[config.mk]
export PLATFORM = sky130hd
export DESIGN_NAME = writeback_align
export DESIGN_NICKNAME = d
export VERILOG_FILES = /design/src/design/ntt_alu_pkg.sv /design/src/design/writeback_align.sv
export SDC_FILE = /design/constraint.sdc
export NUM_CORES = 1
export LEC_CHECK = 0
export BUFFER_PORTS_ARGS = -buffer_cell sky130_fd_sc_hd__buf_2
export CORE_MARGIN = 3
export CORE_UTILIZATION = 45
export DETAILED_ROUTE_END_ITERATION = 16
export PLACE_DENSITY = 0.69
export REMOVE_ABC_BUFFERS = 1
export SLEW_MARGIN = 20
export SYNTH_ARGS = -nofsm -noshare
export SYNTH_HDL_FRONTEND = slang
export SYNTH_SLANG_ARGS = --single-unit
[constraint.sdc]
create_clock -name clk -period 1.9 [get_ports clk]
set_input_delay 0.285 -clock clk [delete_from_list [all_inputs] [get_ports clk]]
set_output_delay 0.285 -clock clk [all_outputs]
set_load 0.005 [all_outputs]
[src/design/ntt_alu_pkg.sv]
package ntt_alu_pkg;

  // polynomial size limit and coefficient width
  localparam int max_logn = 12;
  localparam int max_logq = 30;

  // memory returns read data one cycle after the read enable
  localparam int read_latency = 1;

  typedef logic [max_logq-1:0]   coeff_t;
  typedef logic [max_logq:0]     barrett_t;
  typedef logic [max_logn-1:0]   logn_t;
  typedef logic [max_logn-3:0]   word_addr_t;

  // {poly index, coefficient index mod 4}
  typedef logic [2:0]            bank_t;

  typedef enum logic [1:0] {
    op_nop  = 2'd0,
    op_conf = 2'd1,
    op_add  = 2'd2,
    op_mult = 2'd3
  } alu_op_e;

  typedef enum logic [1:0] {
    st_idle  = 2'd0,
    st_run   = 2'd1,
    st_drain = 2'd2
  } ctrl_state_e;

  // three multiplies plus two reduction stages
  function automatic int calc_arith_latency(input int mul_latency);
    return 3 * mul_latency + 2;
  endfunction

endpackage

[src/design/writeback_align.sv]
module writeback_align #(
  parameter int mul_latency = 4
) (
  input  logic                    clk,
  input  logic                    rst_n,

  input  logic                    wb_en,
  input  ntt_alu_pkg::word_addr_t wb_addr,
  input  ntt_alu_pkg::bank_t      wb_bank,
  input  ntt_alu_pkg::coeff_t     result,

  output ntt_alu_pkg::word_addr_t w_addr,
  output ntt_alu_pkg::bank_t      w_bank,
  output logic                    w_en,
  output ntt_alu_pkg::coeff_t     w_data,
  output logic                    busy
);

  // memory read plus the arithmetic pipeline
  localparam int depth = ntt_alu_pkg::read_latency
                       + ntt_alu_pkg::calc_arith_latency(mul_latency);

  logic [depth-1:0]        en_pipe;
  ntt_alu_pkg::word_addr_t addr_pipe [depth];
  ntt_alu_pkg::bank_t      bank_pipe [depth];

  always_ff @(posedge clk or negedge rst_n) begin
    if (!rst_n) begin
      en_pipe <= '0;
    end else begin
      en_pipe <= {en_pipe[depth-2:0], wb_en};
    end
  end

  always_ff @(posedge clk) begin
    if (wb_en) begin
      addr_pipe[0] <= wb_addr;
      bank_pipe[0] <= wb_bank;
    end
    for (int i = 1; i < depth; i++) begin
      if (en_pipe[i-1]) begin
        addr_pipe[i] <= addr_pipe[i-1];
        bank_pipe[i] <= bank_pipe[i-1];
      end
    end
  end

  assign w_en   = en_pipe[depth-1];
  assign w_addr = addr_pipe[depth-1];
  assign w_bank = bank_pipe[depth-1];
  assign w_data = result;

  // any write still on its way to the memory
  assign busy   = |en_pipe;

endmodule

Word-level counts from Yosys, hierarchy flattened
Memory sizes are Yosys's and may differ from the RTL's.
Index checks and enable logic that the tools add are counted.
{ "word_totals": {"ram_bits": 195, "regBits": 15, "input_bits": 46, "latchBits": 0, "word_cells": 34, "memories": 2, "rom_bits": 0} }
{ "mem_list": {"columns": ["memory", "depth", "width", "read_ports", "rd_clocked_by_memory_dff", "wr", "line", "source"], "rows": [
  ["addr_pipe", 15, 10, 15, 0, 15, "writeback_align.sv:24", "ntt_alu_pkg::word_addr_t addr_pipe [depth];"],
  ["bank_pipe", 15, 3, 15, 0, 15, "writeback_align.sv:25", "ntt_alu_pkg::bank_t bank_pipe [depth];"]
]} }
{ "op_classes": {"bitwise_logic": 0, "magnitude_cmp": 0, "muxes": 30, "shifts": 0, "n_reduce_logical": 1, "eq_ne": 0, "n_addsub": 0, "div_mod_pow": 0, "mul": 0} }
{ "op_table": {"columns": ["op", "n"], "rows": [
  ["two-way mux 1 bit", 30],
  ["OR reduction 15 bit", 1]
]} }

Longest topological paths before layout
{ "depth": {"word_depth": 2, "mapped_depth": 2, "mapped_depth_nobuf": 2} }

Worst setup path before layout
OpenSTA, ideal clock, no wires.
{ "synth_path": {"path_type": "reg2out", "start": "reg en_pipe[6]", "end": "out busy", "path_stages_with_launch": 3, "path_slack_ns": 0.658, "arrival_time_ns": 0.957, "path_buffers": 0, "cell_sequence": "dfrtp_1 > nor4_1 > nand4_1"} }
{ "synth_via": {"elab_chain_len": 1} }
{ "synth_rtl": {"columns": ["element", "line", "source"], "rows": [
  ["start, declared", "writeback_align.sv:23", "logic [depth-1:0] en_pipe;"],
  ["start signal, assigned", "writeback_align.sv:31", "en_pipe <= {en_pipe[depth-2:0], wb_en};"],
  ["OR reduction 15 bit", "writeback_align.sv:54", "assign busy = |en_pipe;"],
  ["end, declared", "writeback_align.sv:16", "output logic busy"]
]} }
Every way passes these cells.

Worst setup path after layout
{ "layout_path": {"start": "reg en_pipe[10]", "end": "out busy"} }
The elaborated chain is that of the path after synthesis.

==> reports/results.txt <==
status = finished, final reports clean
Hold Path End = en_pipe[0]$_DFF_PN0_
Slew headroom = 78.5%
count leader, synth = edfxtp_1
CORE AREA = 0.0141 mm2
Worst VDD drop = 810 uV
area leader, netlist = edfxtp_1
crit path launch type = flop
crit share post-route = 92.6%
hold path cells = 1
asr flop ratio synth = 7.14%
pins over their slew limit = 0
Starting Density = 46.7%
vias = 2228
total grt overflow = 0
PnR worst setup slack = 0.140 ns
GR Util All Layers = 9.68%
largest net degree at the start of global routing = 16
DP Cell Count = 439
EDFF count, synth = 195
Pleak = 0.00264 uW
Mapped Area = 0.00658 mm2
Crit Path Max Fanout = 2
FP Rows = 43
post-CTS setup buffers = 0
DR DRC count = 0
Worst Clk Skew = 0.00937 ns
top cells by count, synth = edfxtp_1 (195), buf_4 (43), dfrtp_1 (15), nor4_1 (3)
Die W = 127 um
CTS tree = yes
Wirelength per Cell = 15.6 um
top cells by area, synth = edfxtp_1 (89%), dfrtp_1 (5.7%), buf_4 (4.9%)
fillcell total = 1067
RR Startpoint = en_pipe[11]$_DFF_PN0_
Iteration-0 DRC Markers = 106
RSZ-0062 raised after global routing = no
Final HPWL DP = 4.93 mm
vias in the first global route = 2411
min cycle time layout = 1.76 ns
number of inserted diodes = 0
# setup viols final = 0
Vert. Die Dim = 127 um
CP Data Arrival Time = 1.47 ns
Crit. End Element = output pin
clock latency on the worst-skew pair = 0.47 ns
Port Buf Inserts = 30
non-filler cells, final = 489
area growth from synthesis to layout = 14.2%
initial antenna violation count = 0
drt pass-1 iters = 4
Post-DRT Antenna Nets = 0
Max-Cap Viols = 0
ys flop type = edfxtp_1
Setup WS pre-CTS = 0.621 ns
hold crit path type = in2reg
mean area per synthesized cell = 25.5 um2
R2R cell count = 1
Placer Congestion = 0.652
multi-input logic area = 30.0 um2
Power Dens Cells = 1200 mW/mm2
share of layout cells above drive strength 1 = 23.6%
Required @ worst endpoint = 1.62 ns
final net count = 341
reg-to-reg endpoint = addr_pipe[1][41]$_DFFE_PP_
Distinct cells, synth = 6
I/O pin cnt = 91
global-route wire length before repair = 12.2 mm
crit path kind = reg2out
actual slew at the worst max-slew pin = 0.320 ns
#FFs+latches synth = 210
H-Tree Depth = 1
Seq. cell area = 0.00623 mm2
Final Hold Viols = 0
CTS Root Cell = clkbuf_16
setup TNS = 0 ns
achievable clock frequency = 0.568 GHz
Yosys Warn Count = 0
Vias/cell = 4.56
share of the synthesized area in the top cell type = 88.9%
clk sink count = 210
WL final = 7.64 mm
Syn Inst Count = 258
CTS Buf Count = 20
r2r setup slk = 1.00 ns
area of the die = 0.0161 mm2
post-synthesis sequential area ratio = 94.6%
hold path start = wb_en
CTS clk-pin slew, worst paths = 0.06 ns
Max Buffers Root-to-Sink = 3
==> critical path, stage by stage, from the launching register on <==
cell and delay [ns]:
dfrtp_1 0.37, nor4_1 0.35, nand4_1 0.14, buf_2 0.15
==> power breakdown <==
part	internal, uW	switching, uW
clock network	2230	1500
logic	50.5	94.5
registers	5150	26.7
total	7430	1620
==> metrics by stage <==
stage | util, % | hold WS (ns) | total power [uW] | cell area [um2]
2_1_floorplan | - | -0.0106 | 5320 | 6260
3_3_place_gp | 47.8 | 0.193 | 5390 | 6740
3_5_place_dp | 47.8 | 0.204 | 5400 | 6740
4_1_cts | 53.3 | 0.0808 | 9170 | 7520
5_1_grt | 53.3 | 0.0977 | 9360 | 7520
6_report | 53.3 | 0.0995 | 9050 | 7520
==> worst max path at each step <==
| stage | start | endpoint | slack [ns] | cells after the start |
|---|---|---|---|---|
| after CTS | en_pipe[10]$_DFF_PN0_ | busy | 0.11 | 3 |
| after detailed placement | en_pipe[10]$_DFF_PN0_ | busy | 0.62 | 3 |
| after global placement | en_pipe[10]$_DFF_PN0_ | busy | 0.62 | 3 |
| after floorplan | en_pipe[6]$_DFF_PN0_ | busy | 0.66 | 2 |
| final | en_pipe[10]$_DFF_PN0_ | busy | 0.14 | 3 |
| after global routing | en_pipe[10]$_DFF_PN0_ | busy | 0.01 | 3 |
==> logic make-up after synthesis <==
| logic type | synth area share (%) |
|---|---|
| AND/OR/NAND/NOR | 0.456 |
| buffers and inverters | 4.90 |
| flip-flops | 94.6 |
==> state kept, by name (all words and copies together), names as in the netlist <==
name       count
addr_pipe    150
bank_pipe     45
en_pipe       15
==> per-layer routing <==
metal / vias to the layer above / track usage, % / wire, um
met5: - / 1.24 / 0
met4: 0 / 3.15 / 207
met3: 25 / 5.64 / 853
met2: 85 / 16.1 / 3710
met1: 1086 / 10.3 / 2880
li1: 1032 / - / -
==> layout make-up <==
| cell class | count | area share (%) |
|---|---|---|
| flip-flops and latches | 210 | 82.9 |
| well taps | 180 | 3.00 |
| multi-input cells | 5 | 0.399 |
| repair buffers | 58 | 5.26 |
| clock buffers | 32 | 8.22 |
| clock inverters | 4 | 0.266 |
==> layout by cell type (no fill, tap or decap) <==
cell type      count
nand4_1            1
buf_4             14
buf_2             30
dlygate4sd3_1     14
clkbuf_1           7
nor4_1             3
clkbuf_8           3
clkbuf_16         22
dfrtp_1           15
edfxtp_1         195
clkinv_2           4
nor3_1             1
==> what timing repair did <==
| action | CTS | global route |
|---|---|---|
| endpoints found under the setup margin | 0 | 0 |
| resized for setup | 0 | 0 |
| hold buffers | 14 | 0 |
| endpoints found under the hold margin | 28 | 0 |
Note: power is estimated with default switching activity, not from simulation.
