`config.mk`:
```
export PLATFORM = sky130hd
export DESIGN_NAME = poly_addr_gen_flat
export DESIGN_NICKNAME = d
export VERILOG_FILES = /design/src/design/ntt_alu_pkg.sv /design/src/design/alu_issue_if.sv /design/src/design/poly_addr_gen.sv /design/src/flat_wrapper.sv
export SDC_FILE = /design/constraint.sdc
export NUM_CORES = 1
export LEC_CHECK = 0
export BUFFER_PORTS_ARGS = -buffer_cell sky130_fd_sc_hd__buf_2
export CORE_UTILIZATION = 56
export CTS_BUF_LIST = sky130_fd_sc_hd__clkbuf_8
export DETAILED_ROUTE_END_ITERATION = 8
export PLACE_DENSITY_LB_ADDON = 0.1
export SYNTH_ARGS = -nofsm -noshare
export SYNTH_HDL_FRONTEND = slang
export SYNTH_SLANG_ARGS = --single-unit
```
`constraint.sdc`:
```
create_clock -name clk -period 6.5 [get_ports clk]
set_clock_uncertainty 0.15 [all_clocks]
set_input_delay 0.325 -clock clk [delete_from_list [all_inputs] [get_ports clk]]
set_output_delay 0.325 -clock clk [all_outputs]
set_load 0.01 [all_outputs]
```
`src/design/ntt_alu_pkg.sv`:
```
package ntt_alu_pkg;

  // polynomial size limit and coefficient width
  localparam int max_logn = 12;
  localparam int max_logq = 30;

  // memory returns read data one cycle after the read enable
  localparam int read_latency = 1;

  typedef logic [max_logq-1:0]   coeff_t;
  typedef logic [max_logq:0]     barrett_t;
  typedef logic [max_logn-1:0]   logn_t;
  typedef logic [max_logn-3:0]   word_addr_t;

  // {poly index, coefficient index mod 4}
  typedef logic [2:0]            bank_t;

  typedef enum logic [1:0] {
    op_nop  = 2'd0,
    op_conf = 2'd1,
    op_add  = 2'd2,
    op_mult = 2'd3
  } alu_op_e;

  typedef enum logic [1:0] {
    st_idle  = 2'd0,
    st_run   = 2'd1,
    st_drain = 2'd2
  } ctrl_state_e;

  // three multiplies plus two reduction stages
  function automatic int calc_arith_latency(input int mul_latency);
    return 3 * mul_latency + 2;
  endfunction

endpackage

```
`src/design/alu_issue_if.sv`:
```
interface alu_issue_if;

  // one coefficient pair enters the arithmetic while valid is high
  logic                   valid;
  ntt_alu_pkg::alu_op_e   op;
  ntt_alu_pkg::coeff_t    q;
  ntt_alu_pkg::barrett_t  r;

  modport producer (
    output valid,
    output op,
    output q,
    output r
  );

  modport consumer (
    input valid,
    input op,
    input q,
    input r
  );

endinterface

```
`src/design/poly_addr_gen.sv`:
```
module poly_addr_gen (
  input  logic                    clk,
  input  logic                    rst_n,

  input  ntt_alu_pkg::alu_op_e    op,
  input  ntt_alu_pkg::logn_t      cfg_logn,
  input  ntt_alu_pkg::coeff_t     cfg_q,
  input  ntt_alu_pkg::barrett_t   cfg_r,

  alu_issue_if.producer           issue,

  output ntt_alu_pkg::word_addr_t r_addr,
  output ntt_alu_pkg::bank_t      r_bank_0,
  output ntt_alu_pkg::bank_t      r_bank_1,
  output logic                    r_en,

  output logic                    wb_en,
  output ntt_alu_pkg::word_addr_t wb_addr,
  output ntt_alu_pkg::bank_t      wb_bank,
  input  logic                    busy,

  output logic                    done
);

  localparam int n_w = ntt_alu_pkg::max_logn + 1;

  ntt_alu_pkg::ctrl_state_e state;
  ntt_alu_pkg::alu_op_e     run_op;

  // configuration registers
  ntt_alu_pkg::logn_t       logn;
  ntt_alu_pkg::coeff_t      q;
  ntt_alu_pkg::barrett_t    r;

  // coefficient index and polynomial size
  ntt_alu_pkg::logn_t       k;
  logic [n_w-1:0]           n;
  logic                     last_k;

  assign n      = n_w'(1) << logn;
  assign last_k = ({1'b0, k} == (n - 1'b1));

  always_ff @(posedge clk or negedge rst_n) begin
    if (!rst_n) begin
      state  <= ntt_alu_pkg::st_idle;
      run_op <= ntt_alu_pkg::op_nop;
      logn   <= '0;
      q      <= '0;
      r      <= '0;
      k      <= '0;
    end else begin
      case (state)
        ntt_alu_pkg::st_idle: begin
          k <= '0;
          case (op)
            ntt_alu_pkg::op_conf: begin
              logn <= cfg_logn;
              q    <= cfg_q;
              r    <= cfg_r;
            end
            ntt_alu_pkg::op_add, ntt_alu_pkg::op_mult: begin
              run_op <= op;
              state  <= ntt_alu_pkg::st_run;
            end
            default: begin
            end
          endcase
        end
        ntt_alu_pkg::st_run: begin
          k <= k + 1'b1;
          if (last_k) begin
            state <= ntt_alu_pkg::st_drain;
          end
        end
        ntt_alu_pkg::st_drain: begin
          // wait for the last write to leave the output side
          if (!busy) begin
            state <= ntt_alu_pkg::st_idle;
          end
        end
        default: begin
          state <= ntt_alu_pkg::st_idle;
        end
      endcase
    end
  end

  // same index from both polynomials, result goes back to poly 1
  assign r_en     = (state == ntt_alu_pkg::st_run);
  assign r_addr   = k[ntt_alu_pkg::max_logn-1:2];
  assign r_bank_0 = {1'b0, k[1:0]};
  assign r_bank_1 = {1'b1, k[1:0]};

  assign wb_en    = r_en;
  assign wb_addr  = r_addr;
  assign wb_bank  = r_bank_1;

  assign done     = (state == ntt_alu_pkg::st_idle);

  // issue lines up with the data returned by the memory
  always_ff @(posedge clk or negedge rst_n) begin
    if (!rst_n) begin
      issue.valid <= 1'b0;
    end else begin
      issue.valid <= r_en;
    end
  end

  always_ff @(posedge clk) begin
    issue.op <= run_op;
    issue.q  <= q;
    issue.r  <= r;
  end

endmodule

```
`src/flat_wrapper.sv`:
```
// flat-port wrapper written by rule: the top's interface ports become plain ports
module poly_addr_gen_flat 
  (clk, rst_n, op, cfg_logn, cfg_q, cfg_r, r_addr, r_bank_0, r_bank_1, r_en, wb_en, wb_addr, wb_bank, busy, done, issue_valid, issue_op, issue_q, issue_r);
  alu_issue_if issue_i ();
  input  logic clk;
  input  logic rst_n;
  input  ntt_alu_pkg::alu_op_e op;
  input  ntt_alu_pkg::logn_t cfg_logn;
  input  ntt_alu_pkg::coeff_t cfg_q;
  input  ntt_alu_pkg::barrett_t cfg_r;
  output ntt_alu_pkg::word_addr_t r_addr;
  output ntt_alu_pkg::bank_t r_bank_0;
  output ntt_alu_pkg::bank_t r_bank_1;
  output logic r_en;
  output logic wb_en;
  output ntt_alu_pkg::word_addr_t wb_addr;
  output ntt_alu_pkg::bank_t wb_bank;
  input  logic busy;
  output logic done;
  output wire logic [$bits(issue_i.valid)-1:0] issue_valid;
  output wire logic [$bits(issue_i.op)-1:0] issue_op;
  output wire logic [$bits(issue_i.q)-1:0] issue_q;
  output wire logic [$bits(issue_i.r)-1:0] issue_r;
  assign issue_valid = issue_i.valid;
  assign issue_op = issue_i.op;
  assign issue_q = issue_i.q;
  assign issue_r = issue_i.r;
  poly_addr_gen u_core (.clk(clk), .rst_n(rst_n), .op(op), .cfg_logn(cfg_logn), .cfg_q(cfg_q), .cfg_r(cfg_r), .issue(issue_i), .r_addr(r_addr), .r_bank_0(r_bank_0), .r_bank_1(r_bank_1), .r_en(r_en), .wb_en(wb_en), .wb_addr(wb_addr), .wb_bank(wb_bank), .busy(busy), .done(done));
endmodule
```
After elaboration in Yosys (flattened, before gate mapping). Index checks and enable logic that the tools add are counted.

Word-level logic and storage cells: 33. Bits in registers: 153.

Mux-type cells: 5. Equality and inequality tests: 9. Reduce and logical (&&, ||, !) cells: 6. Shift-type cells: 1. Add/subtract/negate cells: 2.

Operator list (number): one-hot mux 12 bit (2 select lines) (1); equality test 12 x 13 -> 1 bit (1); << shifter 1 x 12 -> 13 bit, first input constant (1); subtractor 13 x 1 -> 13 bit, second input constant (1); adder 12 x 1 -> 12 bit, second input constant (1); equality test 2 bit, second input constant (3); two-way mux 2 bit (3); one-hot mux 2 bit (3 select lines) (1); equality test 2 x 1 -> 1 bit, second input constant (2); != test 2 bit, second input constant (2); AND reduction 2 bit (2); AND reduction 3 bit (1); zero test 2 bit (1); != test 2 x 1 -> 1 bit, second input constant (1); nonzero test 2 bit (1); OR reduction 2 bit (1).

Depth between registers and ports, before layout.
Word-level depth: 5. Mapped depth: 11.

Least setup slack after synthesis. Ideal clock, no wire load.

Path type: flip-flop to flip-flop. Start: register u_core.logn[7]. End: register u_core.state[1]. Library setup time: 76 ps. Data arrival time: 2766 ps. Clock period less this slack: 2992 ps. Path buffers: 1. Stages on the path, launching flop included: 11. Slack: 3508 ps. Cells stage by stage: dfrtp_1 nor4_2 nand3_1 or3b_2 ha_1 clkbuf_8 xor2_1 or4_1 a31oi_2 nand4bb_1 o21ai_1.

Cells in the longest elaborated chain, start to end: 5.

Ends and longest elaborated chain: start, declared (RTL line poly_addr_gen.sv:31) `ntt_alu_pkg::logn_t logn;`; start signal, assigned (RTL line poly_addr_gen.sv:57) `logn <= cfg_logn;`; << shifter 1 x 12 -> 13 bit (RTL line poly_addr_gen.sv:40) `assign n = n_w'(1) << logn;`; subtractor 13 x 1 -> 13 bit (RTL line poly_addr_gen.sv:41) `assign last_k = ({1'b0, k} == (n - 1'b1));`; equality test 12 x 13 -> 1 bit (RTL line poly_addr_gen.sv:41); != test 2 bit (no source line); AND reduction 3 bit (no source line); end signal, assigned (RTL line poly_addr_gen.sv:45) `state <= ntt_alu_pkg::st_idle;`; end signal, assigned (RTL line poly_addr_gen.sv:63) `state <= ntt_alu_pkg::st_run;`; end signal, assigned (RTL line poly_addr_gen.sv:72) `state <= ntt_alu_pkg::st_drain;`; end, declared (RTL line poly_addr_gen.sv:27) `ntt_alu_pkg::ctrl_state_e state;`.

No other way between the ends. A chain may end at the register's enable or synchronous reset.

Worst setup path in the final report. Same ends and word-level chain as after synthesis.

==> results.json <==
{
  "post_cts.repair.setup_buffers": 0,
  "yosys.area_share.adder_pct": 0.458,
  "max_cap_violations": 0,
  "peakVddDrop_mv": 0.214,
  "globalRoute.totalOverflow": 0,
  "pwr-share-clk_pct": 31.1,
  "design.final.nets": 709,
  "vias_per_cell": 5.03,
  "final-setup-viol-count": 0,
  "areaGrowthSynthToFinish_pct": 35.5,
  "synth_top_area_share_pct": 41.2,
  "drive_gt1_share_pct": 44.5,
  "grt_antenna_before_repair": 0,
  "actual_slew_at_the_worst_max_slew_pin_ns": 0.963,
  "worst_skew_late_latency_ns": 0.44,
  "number_of_sinks_on_the_clock_net": 153,
  "yosys-mux-area-fraction_pct": 15.0,
  "run_status": "finished clean",
  "remaining_routing_drc_violations": 0,
  "synth.ff_latch_count": 153,
  "gp_congestion": 0.824,
  "tns_ns": 0,
  "number_of_global_route_vias_before_repair": 3852,
  "min-delay-path-class": "in2reg",
  "p_int_mw": 1.59,
  "die_height_um": 101,
  "total_wire_length_um": 12400,
  "grt_util_all_layers_pct": 25.7,
  "synth.lib_cells_used.distinct": 57,
  "design.die.area_sq_um": 10200,
  "fp-row-count": 35,
  "cts_inserted_buffers": 17,
  "clk_transition_reported_paths_ns": 0.08,
  "clk_path_buf_depth": 2,
  "fin_crit_ns": 3.30,
  "crit_chain": "nor4_2, nand3_1, or3b_2, ha_1, xor2_1, or4_1, a31oi_2, nand4bb_1, o21ai_1",
  "synth.avg_cell_area_sq_um": 13.7,
  "synth_common_cells": "sky130_fd_sc_hd__dfrtp_1 (90), sky130_fd_sc_hd__mux2_2 (72), sky130_fd_sc_hd__dfxtp_1 (63), sky130_fd_sc_hd__buf_4 (18), sky130_fd_sc_hd__nand2_1 (17)",
  "synth_edf_count": 0,
  "fmax_ghz": 0.303,
  "cts_tree": "done",
  "worst-path-max-fanout": 8,
  "cts_htree_levels": 4,
  "placement.io_buffers": 170,
  "hold_viol_final": 0,
  "synth_top_family_by_area": "multiplexers",
  "worstPathArrival_ns": 3.51,
  "synth_async_sr_flop_share_pct": 58.8,
  "ctsResizeCount": 0,
  "final_min_period_over_clock_period_pct": 50.8,
  "dr.pass1.iters": 4,
  "post_cts_hold_buffer_count": 76,
  "synthesis.instances": 398,
  "crit_type": "reg2reg",
  "synth_most_common_cell": "sky130_fd_sc_hd__dfrtp_1",
  "synth_compound_area_share_pct": 5.33,
  "power.share.combinational_pct": 16.7,
  "place_area_sq_um": 6250,
  "largest_area_contributor_in_the_netlist": "sky130_fd_sc_hd__dfrtp_1",
  "switchingPower_mw": 0.672,
  "floorplan.initialDensity_pct": 58.6,
  "power.density_cell_area_nw_per_um2": 306,
  "switching_power_as_a_share_of_total_power_pct": 29.7,
  "worst-endpoint-required_ns": 6.71,
  "timing.final.max_slew_violations": 0,
  "drt.antenna.violating_nets": 0,
  "hpwl_um": 7290,
  "synth_sequential_area_ratio_pct": 64.3,
  "synth_xor_area_share_pct": 2.17,
  "drt-wirelength-per-cell_um": 16.1,
  "area_of_the_mapped_netlist_sq_um": 5470,
  "yosys-top-cells-area": "sky130_fd_sc_hd__dfrtp_1 (41%), sky130_fd_sc_hd__dfxtp_1 (23%), sky130_fd_sc_hd__mux2_2 (15%), sky130_fd_sc_hd__buf_4 (2.5%), sky130_fd_sc_hd__nand2_1 (1.2%)",
  "io_pins": 174,
  "synth_simple_gate_area_share_pct": 7.44,
  "crit_path_top_delay_cell": "sky130_fd_sc_hd__nor4_2",
  "power.leakage_nw": 3.53,
  "worstSetupEndpointType": "register",
  "cp-start-kind": "register",
  "die_x_um": 101,
  "slowest_delay_ns": 0.56,
  "post-route-cell-area_sq_um": 7400,
  "ys_warn_count": 0,
  "grt_max_degree": 76,
  "synthFlopType": "sky130_fd_sc_hd__dfrtp_1",
  "core_region_area_sq_um": 9330,
  "dr_total_vias": 3878,
  "grt_setup_unrepaired": "false",
  "global_route_wire_length_before_repair_um": 19400,
  "pwr-share-seq_pct": 52.3,
  "slew_headroom_pct": 35.8,
  "drt_iter0_markers": 103,
  "root_buffer": "sky130_fd_sc_hd__clkbuf_8",
  "antenna_cells_inserted": 0
}
stage by stage:
step	power [mW]	hold WS (ns)	cells	utilization (%)	setup WS, ns
finish	2.27	0.0349	771	79.4	3.20
global route	2.39	0.0282	771	79.4	2.98
CTS	2.28	0.0133	771	79.4	3.23
detailed placement	1.54	0.201	663	67.0	3.21
global placement	1.52	0.194	663	67.0	3.30
floorplan	1.41	-0.121	399	-	3.51
final cells by class:
cell class              count  area (sq um)
clock inverters            15           163
flip-flops and latches    153          3510
repair buffers            248          1630
multi-input cells         203          1680
well taps                 129           161
clock buffers              17           234
inverters                   6          22.5
fillers                   567          1920
cells in the final DEF (no fill, tap or decap), types with 6 or more instances in the layout:
cell type                         n
sky130_fd_sc_hd__a21oi_1          6
sky130_fd_sc_hd__buf_2          169
sky130_fd_sc_hd__clkbuf_8        17
sky130_fd_sc_hd__dfrtp_1         90
sky130_fd_sc_hd__dfxtp_1         63
sky130_fd_sc_hd__dlygate4sd3_1   76
sky130_fd_sc_hd__inv_1            7
sky130_fd_sc_hd__mux2_2          72
sky130_fd_sc_hd__nand2_1         17
sky130_fd_sc_hd__nand3_1          8
sky130_fd_sc_hd__nor2_1          14
sky130_fd_sc_hd__nor3_1           7
sky130_fd_sc_hd__o21ai_0         11
sky130_fd_sc_hd__xor2_1           7
state kept, by name (all words and copies together), names as in the netlist:
register / flops
u_core.issue.r: 31
u_core.q: 30
u_core.run_op: 2
u_core.issue.valid: 1
u_core.state: 2
u_core.k: 12
u_core.r: 31
u_core.issue.q: 30
u_core.logn: 12
u_core.issue.op: 2
layer usage:
layer	track usage (%)	vias to the layer above	share of wire (%)
met5	0	-	0
li1	-	1841	-
met3	8.67	21	6.5
met4	10.5	0	1.9
met2	42.3	139	52
met1	31.1	1877	40
worst paths after layout:
check	start	to	slack (ns)	cells past startpoint
worst max-delay path	u_core.logn[7]$_DFFE_PN0P_	u_core.state[1]$_DFFE_PN0P_	3.20	9
worst min-delay path	op[1]	u_core.run_op[1]$_DFFE_PN0P_	0.03	3
worst max register to register	u_core.logn[7]$_DFFE_PN0P_	u_core.state[1]$_DFFE_PN0P_	3.20	9
worst min register to register	u_core.r[15]$_DFFE_PN0P_	u_core.issue.r[15]$_DFF_P_	0.21	0
max in group asynchronous	rst_n	u_core.q[29]$_DFFE_PN0P_	4.92	3
min in group asynchronous	rst_n	u_core.k[5]$_DFFE_PN0P_	0.26	2
critical path: cells and delay by family (launching register included):
family	cells	cell delay [ns]
AOI/OAI and AO/OA	2	0.32
adders and majority gates	1	0.30
xor gates and xnor gates	1	0.21
DFF	1	0.41
and+or+nand+nor	5	1.85
cells by family after synthesis:
logic type	after synthesis
AOI/OAI and AO/OA	40
buffers and inverters	43
xor gates and xnor gates	12
and+or+nand+nor	73
adders and majority gates	2
DFF	153
other	2
muxes	73
power by group through the flow:
| stage | clock network, mW | registers, mW | logic [mW] |
|---|---|---|---|
| final | 0.704 | 1.19 | 0.378 |
| after global routing | 0.766 | 1.21 | 0.413 |
| after CTS | 0.719 | 1.18 | 0.375 |
| after detailed placement | 0 | 1.20 | 0.339 |
| after global placement | 0 | 1.19 | 0.332 |
| after floorplan | 0 | 1.20 | 0.208 |
No activity file was read; power rests on OpenSTA's default activity.
